<file path="config.mk">
export PLATFORM = sky130hd
export DESIGN_NAME = fetch_unit
export DESIGN_NICKNAME = d
export VERILOG_FILES = /design/src/fetch_pkg.sv /design/src/fifo_if.sv /design/src/fetch_fifo.sv /design/src/fetch_pmp_check.sv /design/src/fetch_unit.sv /design/src/prefetch_buffer.sv
export SDC_FILE = /design/constraint.sdc
export NUM_CORES = 1
export LEC_CHECK = 0
export BUFFER_PORTS_ARGS = -buffer_cell sky130_fd_sc_hd__buf_2
export CORE_ASPECT_RATIO = 1.1
export CORE_MARGIN = 1.5
export CORE_UTILIZATION = 38
export CTS_BUF_LIST = sky130_fd_sc_hd__clkbuf_4 sky130_fd_sc_hd__clkbuf_8
export DETAILED_ROUTE_END_ITERATION = 12
export PLACE_DENSITY_LB_ADDON = 0.08
export SYNTH_ARGS = -nofsm -noshare
export SYNTH_HDL_FRONTEND = slang
export SYNTH_SLANG_ARGS = --single-unit
export TNS_END_PERCENT = 100
</file>
<file path="constraint.sdc">
create_clock -name clk -period 14.34 [get_ports clk]
set_input_delay 0 -clock clk [delete_from_list [all_inputs] [get_ports clk]]
set_output_delay 0 -clock clk [all_outputs]
set_load 0.02 [all_outputs]
</file>
<file path="src/fetch_pkg.sv">
// instruction fetch shared types
package fetch_pkg;

  // byte address of an instruction fetch
  typedef logic [31:0] addr_t;

  // raw instruction word as returned by memory
  typedef logic [31:0] word_t;

  // one buffered fetch
  // data sits in the upper half, its address in the lower half
  typedef struct packed {
    word_t data;
    addr_t addr;
  } fifo_entry_t;

  // fetch FSM states
  typedef enum logic [2:0] {
    IDLE,
    WAIT_GNT,
    WAIT_RVALID,
    WAIT_ABORTED,
    WAIT_JUMP
  } fetch_state_e;

  // executable region, base inclusive, limit exclusive
  localparam addr_t DEF_PMP_BASE  = 32'h0000_0000;
  localparam addr_t DEF_PMP_LIMIT = 32'h0001_0000;

endpackage

</file>
<file path="src/fifo_if.sv">
// prefetch to instruction FIFO link
`timescale 1ns/100ps

interface fifo_if;

  // write side, one entry per accepted push
  logic                   push;
  fetch_pkg::fifo_entry_t push_data;
  // read side, head is always visible on pop_data
  logic                   pop;
  fetch_pkg::fifo_entry_t pop_data;
  // drops all stored entries, wins over push
  logic                   flush;
  // fill status
  logic                   empty;
  logic                   full;
  logic                   alm_full;

  // prefetch buffer side
  modport producer (
    output push, push_data, pop, flush,
    input  pop_data, empty, full, alm_full
  );

  // FIFO side
  modport storage (
    input  push, push_data, pop, flush,
    output pop_data, empty, full, alm_full
  );

endinterface

</file>
<file path="src/fetch_fifo.sv">
// instruction FIFO
`timescale 1ns/100ps

module fetch_fifo #(
  parameter int FIFO_DEPTH  = 2,
  parameter int ALM_FULL_TH = 1
) (
  input  logic    clk,
  input  logic    rst_n,
  fifo_if.storage fifo
);

  localparam int PTR_W = (FIFO_DEPTH > 1) ? $clog2(FIFO_DEPTH) : 1;
  localparam int CNT_W = $clog2(FIFO_DEPTH + 1);

  // entry storage
  fetch_pkg::fifo_entry_t mem_q [FIFO_DEPTH];

  logic [PTR_W-1:0] wr_ptr_q;
  logic [PTR_W-1:0] rd_ptr_q;
  logic [CNT_W-1:0] count_q;

  logic do_push;
  logic do_pop;

  // pointer wrap, depth need not be a power of two
  function automatic logic [PTR_W-1:0] ptr_inc(input logic [PTR_W-1:0] ptr);
    if (ptr == PTR_W'(FIFO_DEPTH - 1)) begin
      return '0;
    end
    return ptr + 1'b1;
  endfunction

  ////////////////////////////////////////////////////////////////////////////
  // status and head
  ////////////////////////////////////////////////////////////////////////////

  assign fifo.empty    = (count_q == '0);
  assign fifo.full     = (count_q == CNT_W'(FIFO_DEPTH));
  // new fetches stop once this many entries are waiting
  assign fifo.alm_full = (count_q >= CNT_W'(ALM_FULL_TH));
  // head comes from storage only, no fall-through of push_data
  assign fifo.pop_data = mem_q[rd_ptr_q];

  // flush cancels both sides of the cycle
  assign do_push = fifo.push & ~fifo.full & ~fifo.flush;
  assign do_pop  = fifo.pop & ~fifo.empty & ~fifo.flush;

  ////////////////////////////////////////////////////////////////////////////
  // pointers and count
  ////////////////////////////////////////////////////////////////////////////

  always_ff @(posedge clk or negedge rst_n) begin
    if (!rst_n) begin
      wr_ptr_q <= '0;
      rd_ptr_q <= '0;
      count_q  <= '0;
    end else if (fifo.flush) begin
      wr_ptr_q <= '0;
      rd_ptr_q <= '0;
      count_q  <= '0;
    end else begin
      if (do_push) begin
        wr_ptr_q <= ptr_inc(wr_ptr_q);
      end
      if (do_pop) begin
        rd_ptr_q <= ptr_inc(rd_ptr_q);
      end
      // simultaneous push and pop leave the count alone
      case ({do_push, do_pop})
        2'b10:   count_q <= count_q + 1'b1;
        2'b01:   count_q <= count_q - 1'b1;
        default: count_q <= count_q;
      endcase
    end
  end

  // payload write
  always_ff @(posedge clk) begin
    if (do_push) begin
      mem_q[wr_ptr_q] <= fifo.push_data;
    end
  end

  // decode consumption may only take an entry that is really stored
  a_no_pop_empty: assert property (@(posedge clk) disable iff (!rst_n)
    fifo.pop |-> !fifo.empty)
    else $error("fetch_fifo: pop while empty");

endmodule

</file>
<file path="src/fetch_pmp_check.sv">
// fetch permission check
`timescale 1ns/100ps

module fetch_pmp_check #(
  parameter fetch_pkg::addr_t PMP_BASE  = fetch_pkg::DEF_PMP_BASE,
  parameter fetch_pkg::addr_t PMP_LIMIT = fetch_pkg::DEF_PMP_LIMIT
) (
  input  logic             req_i,
  input  fetch_pkg::addr_t addr_i,
  output logic             err_o
);

  // word address actually fetched
  fetch_pkg::addr_t word_addr;
  logic             in_region;

  // one region match, base inclusive and limit exclusive
  // more regions would OR further hits into in_region
  function automatic logic region_hit(
    input fetch_pkg::addr_t addr,
    input fetch_pkg::addr_t base,
    input fetch_pkg::addr_t limit
  );
    return (addr >= base) && (addr < limit);
  endfunction

  ////////////////////////////////////////////////////////////////////////////
  // region compare
  ////////////////////////////////////////////////////////////////////////////

  assign word_addr = {addr_i[31:2], 2'b00};

  assign in_region = region_hit(word_addr, PMP_BASE, PMP_LIMIT);

  // only a driven request can fault
  // result goes to next-state logic only, never back into the request
  assign err_o = req_i & ~in_region;

endmodule

</file>
<file path="src/fetch_unit.sv">
// instruction fetch unit
`timescale 1ns/100ps

module fetch_unit #(
  parameter int               FIFO_DEPTH  = 2,
  parameter int               ALM_FULL_TH = 1,
  parameter fetch_pkg::addr_t PMP_BASE    = fetch_pkg::DEF_PMP_BASE,
  parameter fetch_pkg::addr_t PMP_LIMIT   = fetch_pkg::DEF_PMP_LIMIT
) (
  input  logic             clk,
  input  logic             rst_n,
  // core control
  input  logic             req_i,
  input  logic             branch_i,
  input  fetch_pkg::addr_t branch_addr_i,
  // decode handshake
  input  logic             ready_i,
  output logic             valid_o,
  output fetch_pkg::word_t rdata_o,
  output fetch_pkg::addr_t addr_o,
  // instruction memory bus
  output logic             instr_req_o,
  input  logic             instr_gnt_i,
  output fetch_pkg::addr_t instr_addr_o,
  input  fetch_pkg::word_t instr_rdata_i,
  input  logic             instr_rvalid_i,
  // status
  output logic             fetch_failed_o,
  output logic             busy_o
);

  // permission fault on the request of this cycle
  logic err_pmp;

  prefetch_buffer #(
    .FIFO_DEPTH  (FIFO_DEPTH),
    .ALM_FULL_TH (ALM_FULL_TH)
  ) u_prefetch_buffer (
    .clk            (clk),
    .rst_n          (rst_n),
    .req_i          (req_i),
    .branch_i       (branch_i),
    .branch_addr_i  (branch_addr_i),
    .ready_i        (ready_i),
    .valid_o        (valid_o),
    .rdata_o        (rdata_o),
    .addr_o         (addr_o),
    .instr_req_o    (instr_req_o),
    .instr_gnt_i    (instr_gnt_i),
    .instr_addr_o   (instr_addr_o),
    .instr_rdata_i  (instr_rdata_i),
    .instr_rvalid_i (instr_rvalid_i),
    .err_pmp_i      (err_pmp),
    .fetch_failed_o (fetch_failed_o),
    .busy_o         (busy_o)
  );

  // checks the address as it goes out on the bus
  fetch_pmp_check #(
    .PMP_BASE  (PMP_BASE),
    .PMP_LIMIT (PMP_LIMIT)
  ) u_fetch_pmp_check (
    .req_i  (instr_req_o),
    .addr_i (instr_addr_o),
    .err_o  (err_pmp)
  );

endmodule

</file>
<file path="src/prefetch_buffer.sv">
// instruction prefetch buffer
`timescale 1ns/100ps

module prefetch_buffer #(
  parameter int FIFO_DEPTH  = 2,
  parameter int ALM_FULL_TH = 1
) (
  input  logic             clk,
  input  logic             rst_n,
  // core side
  input  logic             req_i,
  input  logic             branch_i,
  input  fetch_pkg::addr_t branch_addr_i,
  input  logic             ready_i,
  output logic             valid_o,
  output fetch_pkg::word_t rdata_o,
  output fetch_pkg::addr_t addr_o,
  // instruction memory
  output logic             instr_req_o,
  input  logic             instr_gnt_i,
  output fetch_pkg::addr_t instr_addr_o,
  input  fetch_pkg::word_t instr_rdata_i,
  input  logic             instr_rvalid_i,
  // permission check and status
  input  logic             err_pmp_i,
  output logic             fetch_failed_o,
  output logic             busy_o
);

  fetch_pkg::fetch_state_e state_q;
  fetch_pkg::fetch_state_e state_d;

  // address of the outstanding fetch
  fetch_pkg::addr_t instr_addr_q;
  fetch_pkg::addr_t fetch_addr;
  logic             addr_valid;

  // a faulting request was granted and its response is still due
  logic fault_rsp_q;

  logic fifo_valid;
  logic fifo_ready;
  logic fifo_push;
  logic rsp_bypass;

  fifo_if instr_fifo ();

  // state after a request is driven
  // a faulting fetch still completes on the bus, its data is dropped
  function automatic fetch_pkg::fetch_state_e issue_next(input logic gnt, input logic err);
    if (!gnt) begin
      return fetch_pkg::WAIT_GNT;
    end
    if (err) begin
      return fetch_pkg::WAIT_JUMP;
    end
    return fetch_pkg::WAIT_RVALID;
  endfunction

  assign busy_o = (state_q != fetch_pkg::IDLE) | instr_req_o;

  // next sequential word
  assign fetch_addr = {instr_addr_q[31:2], 2'b00} + 32'd4;

  ////////////////////////////////////////////////////////////////////////////
  // fetch FSM
  ////////////////////////////////////////////////////////////////////////////

  always_comb begin
    state_d        = state_q;
    instr_req_o    = 1'b0;
    instr_addr_o   = fetch_addr;
    addr_valid     = 1'b0;
    fifo_push      = 1'b0;
    fetch_failed_o = 1'b0;

    unique case (state_q)
      // nothing outstanding
      fetch_pkg::IDLE: begin
        if (branch_i) begin
          instr_addr_o = branch_addr_i;
        end
        if (req_i && (fifo_ready || branch_i)) begin
          instr_req_o = 1'b1;
          addr_valid  = 1'b1;
          state_d     = issue_next(instr_gnt_i, err_pmp_i);
        end
      end

      // request held until granted
      fetch_pkg::WAIT_GNT: begin
        instr_req_o  = 1'b1;
        instr_addr_o = instr_addr_q;
        if (branch_i) begin
          instr_addr_o = branch_addr_i;
          addr_valid   = 1'b1;
        end
        state_d = issue_next(instr_gnt_i, err_pmp_i);
      end

      // granted, response pending
      fetch_pkg::WAIT_RVALID: begin
        if (branch_i) begin
          instr_addr_o = branch_addr_i;
        end
        if (req_i && (fifo_ready || branch_i)) begin
          if (instr_rvalid_i) begin
            // next request goes out with this response
            instr_req_o = 1'b1;
            addr_valid  = 1'b1;
            fifo_push   = fifo_valid | ~ready_i;
            state_d     = issue_next(instr_gnt_i, err_pmp_i);
          end else if (branch_i) begin
            // keep the target, old response still has to drain
            addr_valid = 1'b1;
            state_d    = fetch_pkg::WAIT_ABORTED;
          end
        end else if (instr_rvalid_i) begin
          fifo_push = fifo_valid | ~ready_i;
          state_d   = fetch_pkg::IDLE;
        end
      end

      // stale response pending, redirect target already in instr_addr_q
      fetch_pkg::WAIT_ABORTED: begin
        instr_addr_o = instr_addr_q;
        if (branch_i) begin
          instr_addr_o = branch_addr_i;
          addr_valid   = 1'b1;
        end
        if (instr_rvalid_i) begin
          instr_req_o = 1'b1;
          state_d     = issue_next(instr_gnt_i, err_pmp_i);
        end
      end

      // permission fault, only a branch gets us out
      fetch_pkg::WAIT_JUMP: begin
        fetch_failed_o = ~valid_o;
        if (branch_i) begin
          instr_addr_o   = branch_addr_i;
          addr_valid     = 1'b1;
          fetch_failed_o = 1'b0;
          if (fault_rsp_q && !instr_rvalid_i) begin
            state_d = fetch_pkg::WAIT_ABORTED;
          end else begin
            instr_req_o = 1'b1;
            state_d     = issue_next(instr_gnt_i, err_pmp_i);
          end
        end
      end

      default: begin
        state_d = fetch_pkg::IDLE;
      end
    endcase
  end

  always_ff @(posedge clk or negedge rst_n) begin
    if (!rst_n) begin
      state_q      <= fetch_pkg::IDLE;
      instr_addr_q <= '0;
      fault_rsp_q  <= 1'b0;
    end else begin
      state_q <= state_d;
      if (addr_valid) begin
        instr_addr_q <= instr_addr_o;
      end
      // a new faulting grant takes priority over a returning response
      if (instr_req_o && instr_gnt_i && err_pmp_i) begin
        fault_rsp_q <= 1'b1;
      end else if (instr_rvalid_i) begin
        fault_rsp_q <= 1'b0;
      end
    end
  end

  ////////////////////////////////////////////////////////////////////////////
  // instruction FIFO and output select
  ////////////////////////////////////////////////////////////////////////////

  fetch_fifo #(
    .FIFO_DEPTH  (FIFO_DEPTH),
    .ALM_FULL_TH (ALM_FULL_TH)
  ) u_fetch_fifo (
    .clk   (clk),
    .rst_n (rst_n),
    .fifo  (instr_fifo)
  );

  assign fifo_valid = ~instr_fifo.empty;
  assign fifo_ready = ~(instr_fifo.alm_full | instr_fifo.full);

  // only a response to a live fetch may skip the FIFO
  assign rsp_bypass = instr_rvalid_i & (state_q == fetch_pkg::WAIT_RVALID);

  assign instr_fifo.push      = fifo_push;
  assign instr_fifo.push_data = '{data: instr_rdata_i, addr: instr_addr_q};
  assign instr_fifo.pop       = valid_o & ready_i & fifo_valid;
  assign instr_fifo.flush     = branch_i;

  // head of FIFO first, else the response in flight
  // nothing is offered in a branch cycle, it is all pre-branch
  always_comb begin
    if (fifo_valid) begin
      valid_o = ~branch_i;
      rdata_o = instr_fifo.pop_data.data;
      addr_o  = instr_fifo.pop_data.addr;
    end else begin
      valid_o = rsp_bypass & ~branch_i;
      rdata_o = instr_rdata_i;
      addr_o  = instr_addr_q;
    end
  end

  // bus rule, an ungranted request stays put until granted or redirected
  a_req_hold: assert property (@(posedge clk) disable iff (!rst_n)
    (instr_req_o && !instr_gnt_i) |=>
      (branch_i || (instr_req_o && $stable(instr_addr_o))))
    else $error("prefetch_buffer: request dropped or changed before grant");

  // request throttling must leave room for every outstanding response
  a_no_push_full: assert property (@(posedge clk) disable iff (!rst_n)
    instr_fifo.push |-> !instr_fifo.full)
    else $error("prefetch_buffer: push into full FIFO");

endmodule

</file>
After elaboration in Yosys (flattened, before gate mapping)
Memories as Yosys holds them, arrays and structs flattened.
Cells that the tools add are included.

storage, ports and cells
  bits in registers = 40
  RAM bits = 128
  output and inout bits = 100
  word-level logic and storage cells = 153
  memories = 1

memory list
  memory                                depth  bits a word  rd ports  clocked after Yosys merged registers in  write ports  line              source
  u_prefetch_buffer.u_fetch_fifo.mem_q  2      64           1         0                                        1            fetch_fifo.sv:17  fetch_pkg::fifo_entry_t mem_q [FIFO_DEPTH];

operators by class
  $add $sub $neg = 5
  $lt $le $gt $ge = 3
  equal/unequal tests = 12
  multiplexer cells = 89
  bitwise logic cells = 19
  reduce and logical (&&, ||, !) cells = 18

operators by type and width
  kind                                                           count
  two-way mux 32 bit                                             4
  case mux 32 bit (2 select lines)                               1
  two-way mux 3 bit                                              20
  two-way mux 1 bit                                              59
  adder 32 x 3 -> 32 bit (second input constant)                 1
  >= comparator 32 x 1 -> 1 bit (second input constant)          1
  less-than comparator 32 x 17 -> 1 bit (second input constant)  1
  case mux 3 bit (5 select lines)                                1
  AND 1 bit                                                      9
  NOT 1 bit                                                      7
  equality test 3 x 2 -> 1 bit (second input constant)           2
  nonzero test 2 bit                                             3
  nonzero test 3 bit                                             2
  OR reduction 3 bit                                             2
  logical AND 1 bit                                              5
  case mux 1 bit (5 select lines)                                1
  AND reduction 5 bit                                            1
  equality test 2 bit (second input constant)                    2
  inequality test 2 bit (second input constant)                  2
  case mux 2 bit (2 select lines)                                1
  equality test 3 x 1 -> 1 bit (second input constant)           1
  equality test 3 bit (second input constant)                    1
  zero test 3 bit                                                1
  inequality test 3 x 2 -> 1 bit (second input constant)         1
  14 further kinds                                               17

Depth between registers and ports, before layout
  word-level depth = 18
  depth in mapped cells = 12
  depth with buffers taken out = 10

By module
A second synthesis with hierarchy kept.

second synthesis, totals
  cell total of the unflattened synthesis = 803
  area, all modules = 9442.8 um^2

modules (own cells, without submodules)
  module           times used  cells an instance  area each (um^2)
  fetch_fifo       1           226                5097.4
  prefetch_buffer  1           571                4307.9
  fetch_pmp_check  1           6                  37.5

Least setup slack after synthesis
OpenSTA, ideal clock, no wires.

  path kind = register to register
  start point = reg u_prefetch_buffer.state_q[1]
  end point = mem u_prefetch_buffer.u_fetch_fifo.mem_q[1][0] (netlist bit), enable pin
  data arrival time = 6.067 ns
  slack = 7.695 ns
  stages on the path, launching flop included = 7
  buffers on the path = 3
  path through = dfrtp_1 > clkbuf_1 > clkbuf_1 > nand4_1 > a211o_1 > clkbuf_1 > nor3b_1

between the ends
  cells in the longest elaborated chain, start to end = 6

ends and longest elaborated chain
  item                                     line                    source
  start: declaration                       prefetch_buffer.sv:30   fetch_pkg::fetch_state_e state_q;
  start signal: assignment                 prefetch_buffer.sv:161  state_q <= fetch_pkg::IDLE;
  start signal: assignment                 prefetch_buffer.sv:165  state_q <= state_d;
  equality test 3 x 2 -> 1 bit             prefetch_buffer.sv:77   unique case (state_q)
  two-way mux 1 bit                        prefetch_buffer.sv:77
  AND 1 bit (2 in series)                  fetch_fifo.sv:46        assign do_push = fifo.push & ~fifo.full & ~fifo.flush;
  two-way mux 1 bit                        fetch_fifo.sv:80        if (do_push) begin
  two-way mux 1 bit (implied by the code)  fetch_fifo.sv:81        mem_q[wr_ptr_q] <= fifo.push_data;
  end: declaration                         fetch_fifo.sv:17

Every way passes these cells.

Worst setup path after layout
  start point = reg u_prefetch_buffer.state_q[2]
  end point = reg u_prefetch_buffer.fault_rsp_q

between the ends
  cells in the longest elaborated chain, start to end = 9

ends and longest elaborated chain
  item                                                                                    line                    source
  equality test 3 bit, or another cell as far along                                       -
  OR reduction 3 bit (no line) or OR reduction 2 bit (tied branches)                      -
  case mux 32 bit (2 select lines)                                                        prefetch_buffer.sv:77
  >= comparator 32 x 1 -> 1 bit or less-than comparator 32 x 17 -> 1 bit (tied branches)  fetch_pmp_check.sv:24   return (addr >= base) && (addr < limit);
  logical AND 1 bit                                                                       fetch_pmp_check.sv:24
  NOT 1 bit                                                                               fetch_pmp_check.sv:37   assign err_o = req_i & ~in_region;
  AND 1 bit                                                                               fetch_pmp_check.sv:37
  logical AND 1 bit *                                                                     prefetch_buffer.sv:170  if (instr_req_o && instr_gnt_i && err_pmp_i) begin
  two-way mux 1 bit or nonzero test 2 bit (tied branches)                                 -
  end signal: assignment                                                                  prefetch_buffer.sv:163  fault_rsp_q <= 1'b0;
  end signal: assignment                                                                  prefetch_buffer.sv:171  fault_rsp_q <= 1'b1;
  end signal: assignment                                                                  prefetch_buffer.sv:173  fault_rsp_q <= 1'b0;
  end: declaration                                                                        prefetch_buffer.sv:39   logic fault_rsp_q;

Mark *: on every way between the ends. The rest lies on a longest branch, timed or not.
A chain may end at the register's enable or synchronous reset.

==> impl_metrics.ini <==
[outcome]
outcome = completed

[routing]
antenna_left = 0
first_iter_violations = 551
drc_errors = 0
drtPass1Iterations = 6
wl_um = 24980
via_count = 7209
wl_per_cell_um = 18.47
post_drt_via_cell_ratio = 5.332

[cts]
postCtsResizedCells = 0
numCtsBuffers = 17
cts.path.max_buffers = 2
root_buffer = clkbuf_8
cts_setup_buffers = 0
cts_tree = yes
clkSlewWorstSetupHoldPaths_ns = 0.11
clk_latency_ns = 0.46
clock-sinks = 168
h-tree-depth = 4

[logic_synthesis]
syn_nets = 930
netlist-cell-type-count = 66
postSynthAreaPerCell_um2 = 10.31
synth-edff-count = 128
synthArstFlopShare = 0.2381
synth_flop_cell = edfxtp_1
yosysTopAreaCell = edfxtp_1
yosys.area.top_type_share = 0.4357
yosys_warnings = 0
synth_area_leaders = edfxtp_1, dfrtp_1, mux2i_1, o21ai_0, nand2_1
syn_inst = 856
synth_area_um2 = 8822
synth-seq-area-share = 0.5491
ys_ff_latch = 168

[placed_design]
port_buffers = 170
gp_congestion = 0.8752
dp_hpwl_um = 16730
pre_cts_slack_ns = 10.51
placed_cells = 1267

[timing]
slew_headroom = 0.2588
timing.hold.ws_ns = 0.03931
max_freq_ghz = 0.2536
fin_ws_ns = 10.40
rsz0062_at_grt = no
worst_pin_slew_ns = 1.112
setup_violations = 0
tns_ns = 0
hold_viol_final = 0
fin_crit_sh = 0.2750
timing.final.crit_period_ns = 3.943
drv_slew = 0
skew_ns = 0.02241

[critical_path]
critPathArrivalTime_ns = 4.31
crit_required_ns = 14.70
worst-setup-path-type = flip-flop to flip-flop
setup.worst_path.end_class = flip-flop
cp-start-kind = flip-flop
crit_path_max_fanout = 26

[global_route]
grt_pass1_vias = 6743
gr-total-overflow = 0
grt_first_pass_wirelength_um = 38270
grt_max_degree = 86
grt_antenna_before_repair = 0
track_usage = 0.2086

[layout]
fillers = 2170
nets = 1113
area_delta_synth_final_pct = 22.18
n_antenna_cell = 0
fin_cells = 1352
final_cell_mix = buf_2, edfxtp_1, nand2_1
final_layout_size_suffix_gt1_frac = 0.2177
layout_commonest_cell = buf_2

[die]
fp.coreArea_um2 = 22860
dieHeight_um = 162.8
rows = 58
initial_core_util = 0.3859
die_w_um = 148.3
pin_count = 171
dieArea_um2 = 24140

[power_and_ir_drop]
irDropWorstVdd_uv = 113.2
p_leak_nw = 4.145
power_w = 0.002380
p_per_area_nw_per_um2 = 220.8

[flow_run]
drv_cap = 0

[hold_path]
hold_class = primary input to flip-flop
-- flip-flops by register name, indices dropped and copies added, names as in the netlist --
| signal | cells |
|---|---|
| u_prefetch_buffer.fault_rsp_q | 1 |
| u_prefetch_buffer.instr_addr_q | 32 |
| u_prefetch_buffer.state_q | 3 |
| u_prefetch_buffer.u_fetch_fifo.count_q | 2 |
| u_prefetch_buffer.u_fetch_fifo.mem_q | 128 |
| u_prefetch_buffer.u_fetch_fifo.rd_ptr_q | 1 |
| u_prefetch_buffer.u_fetch_fifo.wr_ptr_q | 1 |
-- worst paths after layout --
check / startpoint / endpoint / slack (ns) / depth (start not counted)
min in group asynchronous: rst_n / u_prefetch_buffer.instr_addr_q[29] / 0.25 / 2
worst min register to register: u_prefetch_buffer.instr_addr_q[0] / u_prefetch_buffer.u_fetch_fifo.mem_q[0][0] / 0.56 / 0
worst min-delay path: branch_addr_i[17] / u_prefetch_buffer.instr_addr_q[17] / 0.04 / 4
worst max register to register: u_prefetch_buffer.state_q[2] / u_prefetch_buffer.fault_rsp_q / 10.40 / 7
worst max-delay path: u_prefetch_buffer.state_q[2] / u_prefetch_buffer.fault_rsp_q / 10.40 / 7
max in group asynchronous: rst_n / u_prefetch_buffer.u_fetch_fifo.rd_ptr_q / 13.30 / 2
-- metal layers --
| layer | up-vias | track usage | wire, um |
|---|---|---|---|
| met1 | 3388 | 0.2904 | 11490 |
| met3 | 38 | 0.03529 | 1304 |
| li1 | 3514 | - | - |
| met5 | - | 0 | 0 |
| met4 | 0 | 0.06481 | 529 |
| met2 | 269 | 0.3331 | 11660 |
-- cells in the mapped netlist (3+ instances only) --
master    instances
edfxtp_1        128
nand2_1         122
o21ai_0         106
nor2_1           72
mux2i_1          68
a21oi_1          45
clkbuf_1         43
dfrtp_1          40
nand3_1          19
xnor2_1          16
inv_1            14
a22oi_1          13
buf_4             9
nand4_1           9
buf_1             8
buf_2             8
nand2b_1          8
nor3_1            8
a31oi_1           7
and3_1            7
nor4_1            7
or4_1             7
xor2_1            7
a311oi_1          6
a21o_1            4
a22o_1            4
nor2b_1           4
a211o_1           3
a221oi_1          3
and4_1            3
ha_1              3
o21bai_1          3
o221ai_1          3
o31a_1            3
or3_1             3
-- power by group --
group	total, W	internal [W]	switching, W
clock	0.000351	0.000165	0.000186
sequential	0.000782	0.000610	0.000172
combinational	0.00125	0.000419	0.000828
-- per-stage QoR --
stage                     instance area (um2)  utilization
final                                   10780       0.4715
after global routing                    10780       0.4715
after CTS                               10780       0.4715
after detailed placement                 9847       0.4308
after global placement                   9847       0.4308
after floorplan                          8822            -
-- timing repair --
item	4_1_cts	5_1_grt
hold buffers	53	0
endpoints found under the hold margin	125	0
setup endpoints to repair	0	0
-- cell type report --
class / instances / area, um2 / share of cell area
clock buffer: 20 / 256.5 / 0.02380
multi-input combinational: 604 / 3637 / 0.3374
clock inverter: 12 / 145.1 / 0.01346
tap: 300 / 375.4 / 0.03482
inverter: 14 / 52.55 / 0.004875
timing repair buffer: 234 / 1464 / 0.1358
sequential: 168 / 4848 / 0.4498
-- worst max-delay path, cell delays in order (launching register included) --
cell and delay (ns):
dfrtp_1 0.87, o21a_1 0.64, nor2_1 0.43, a222oi_1 0.57
o2111ai_1 0.22, or4_1 0.54, o31a_1 0.35, a22o_1 0.21
-- cell families (layout without fill, tap and decap cells) --
group	after synthesis	in the layout	share of synthesized area
compound gates	224	224	0.1519
xor+xnor	23	23	0.02283
fa+ha+maj	3	3	0.004255
buf+inv	84	280	0.04169
flops	168	168	0.5491
mux	70	70	0.07970
simple gates	284	284	0.1505
No activity file was read; power rests on OpenSTA's default activity.
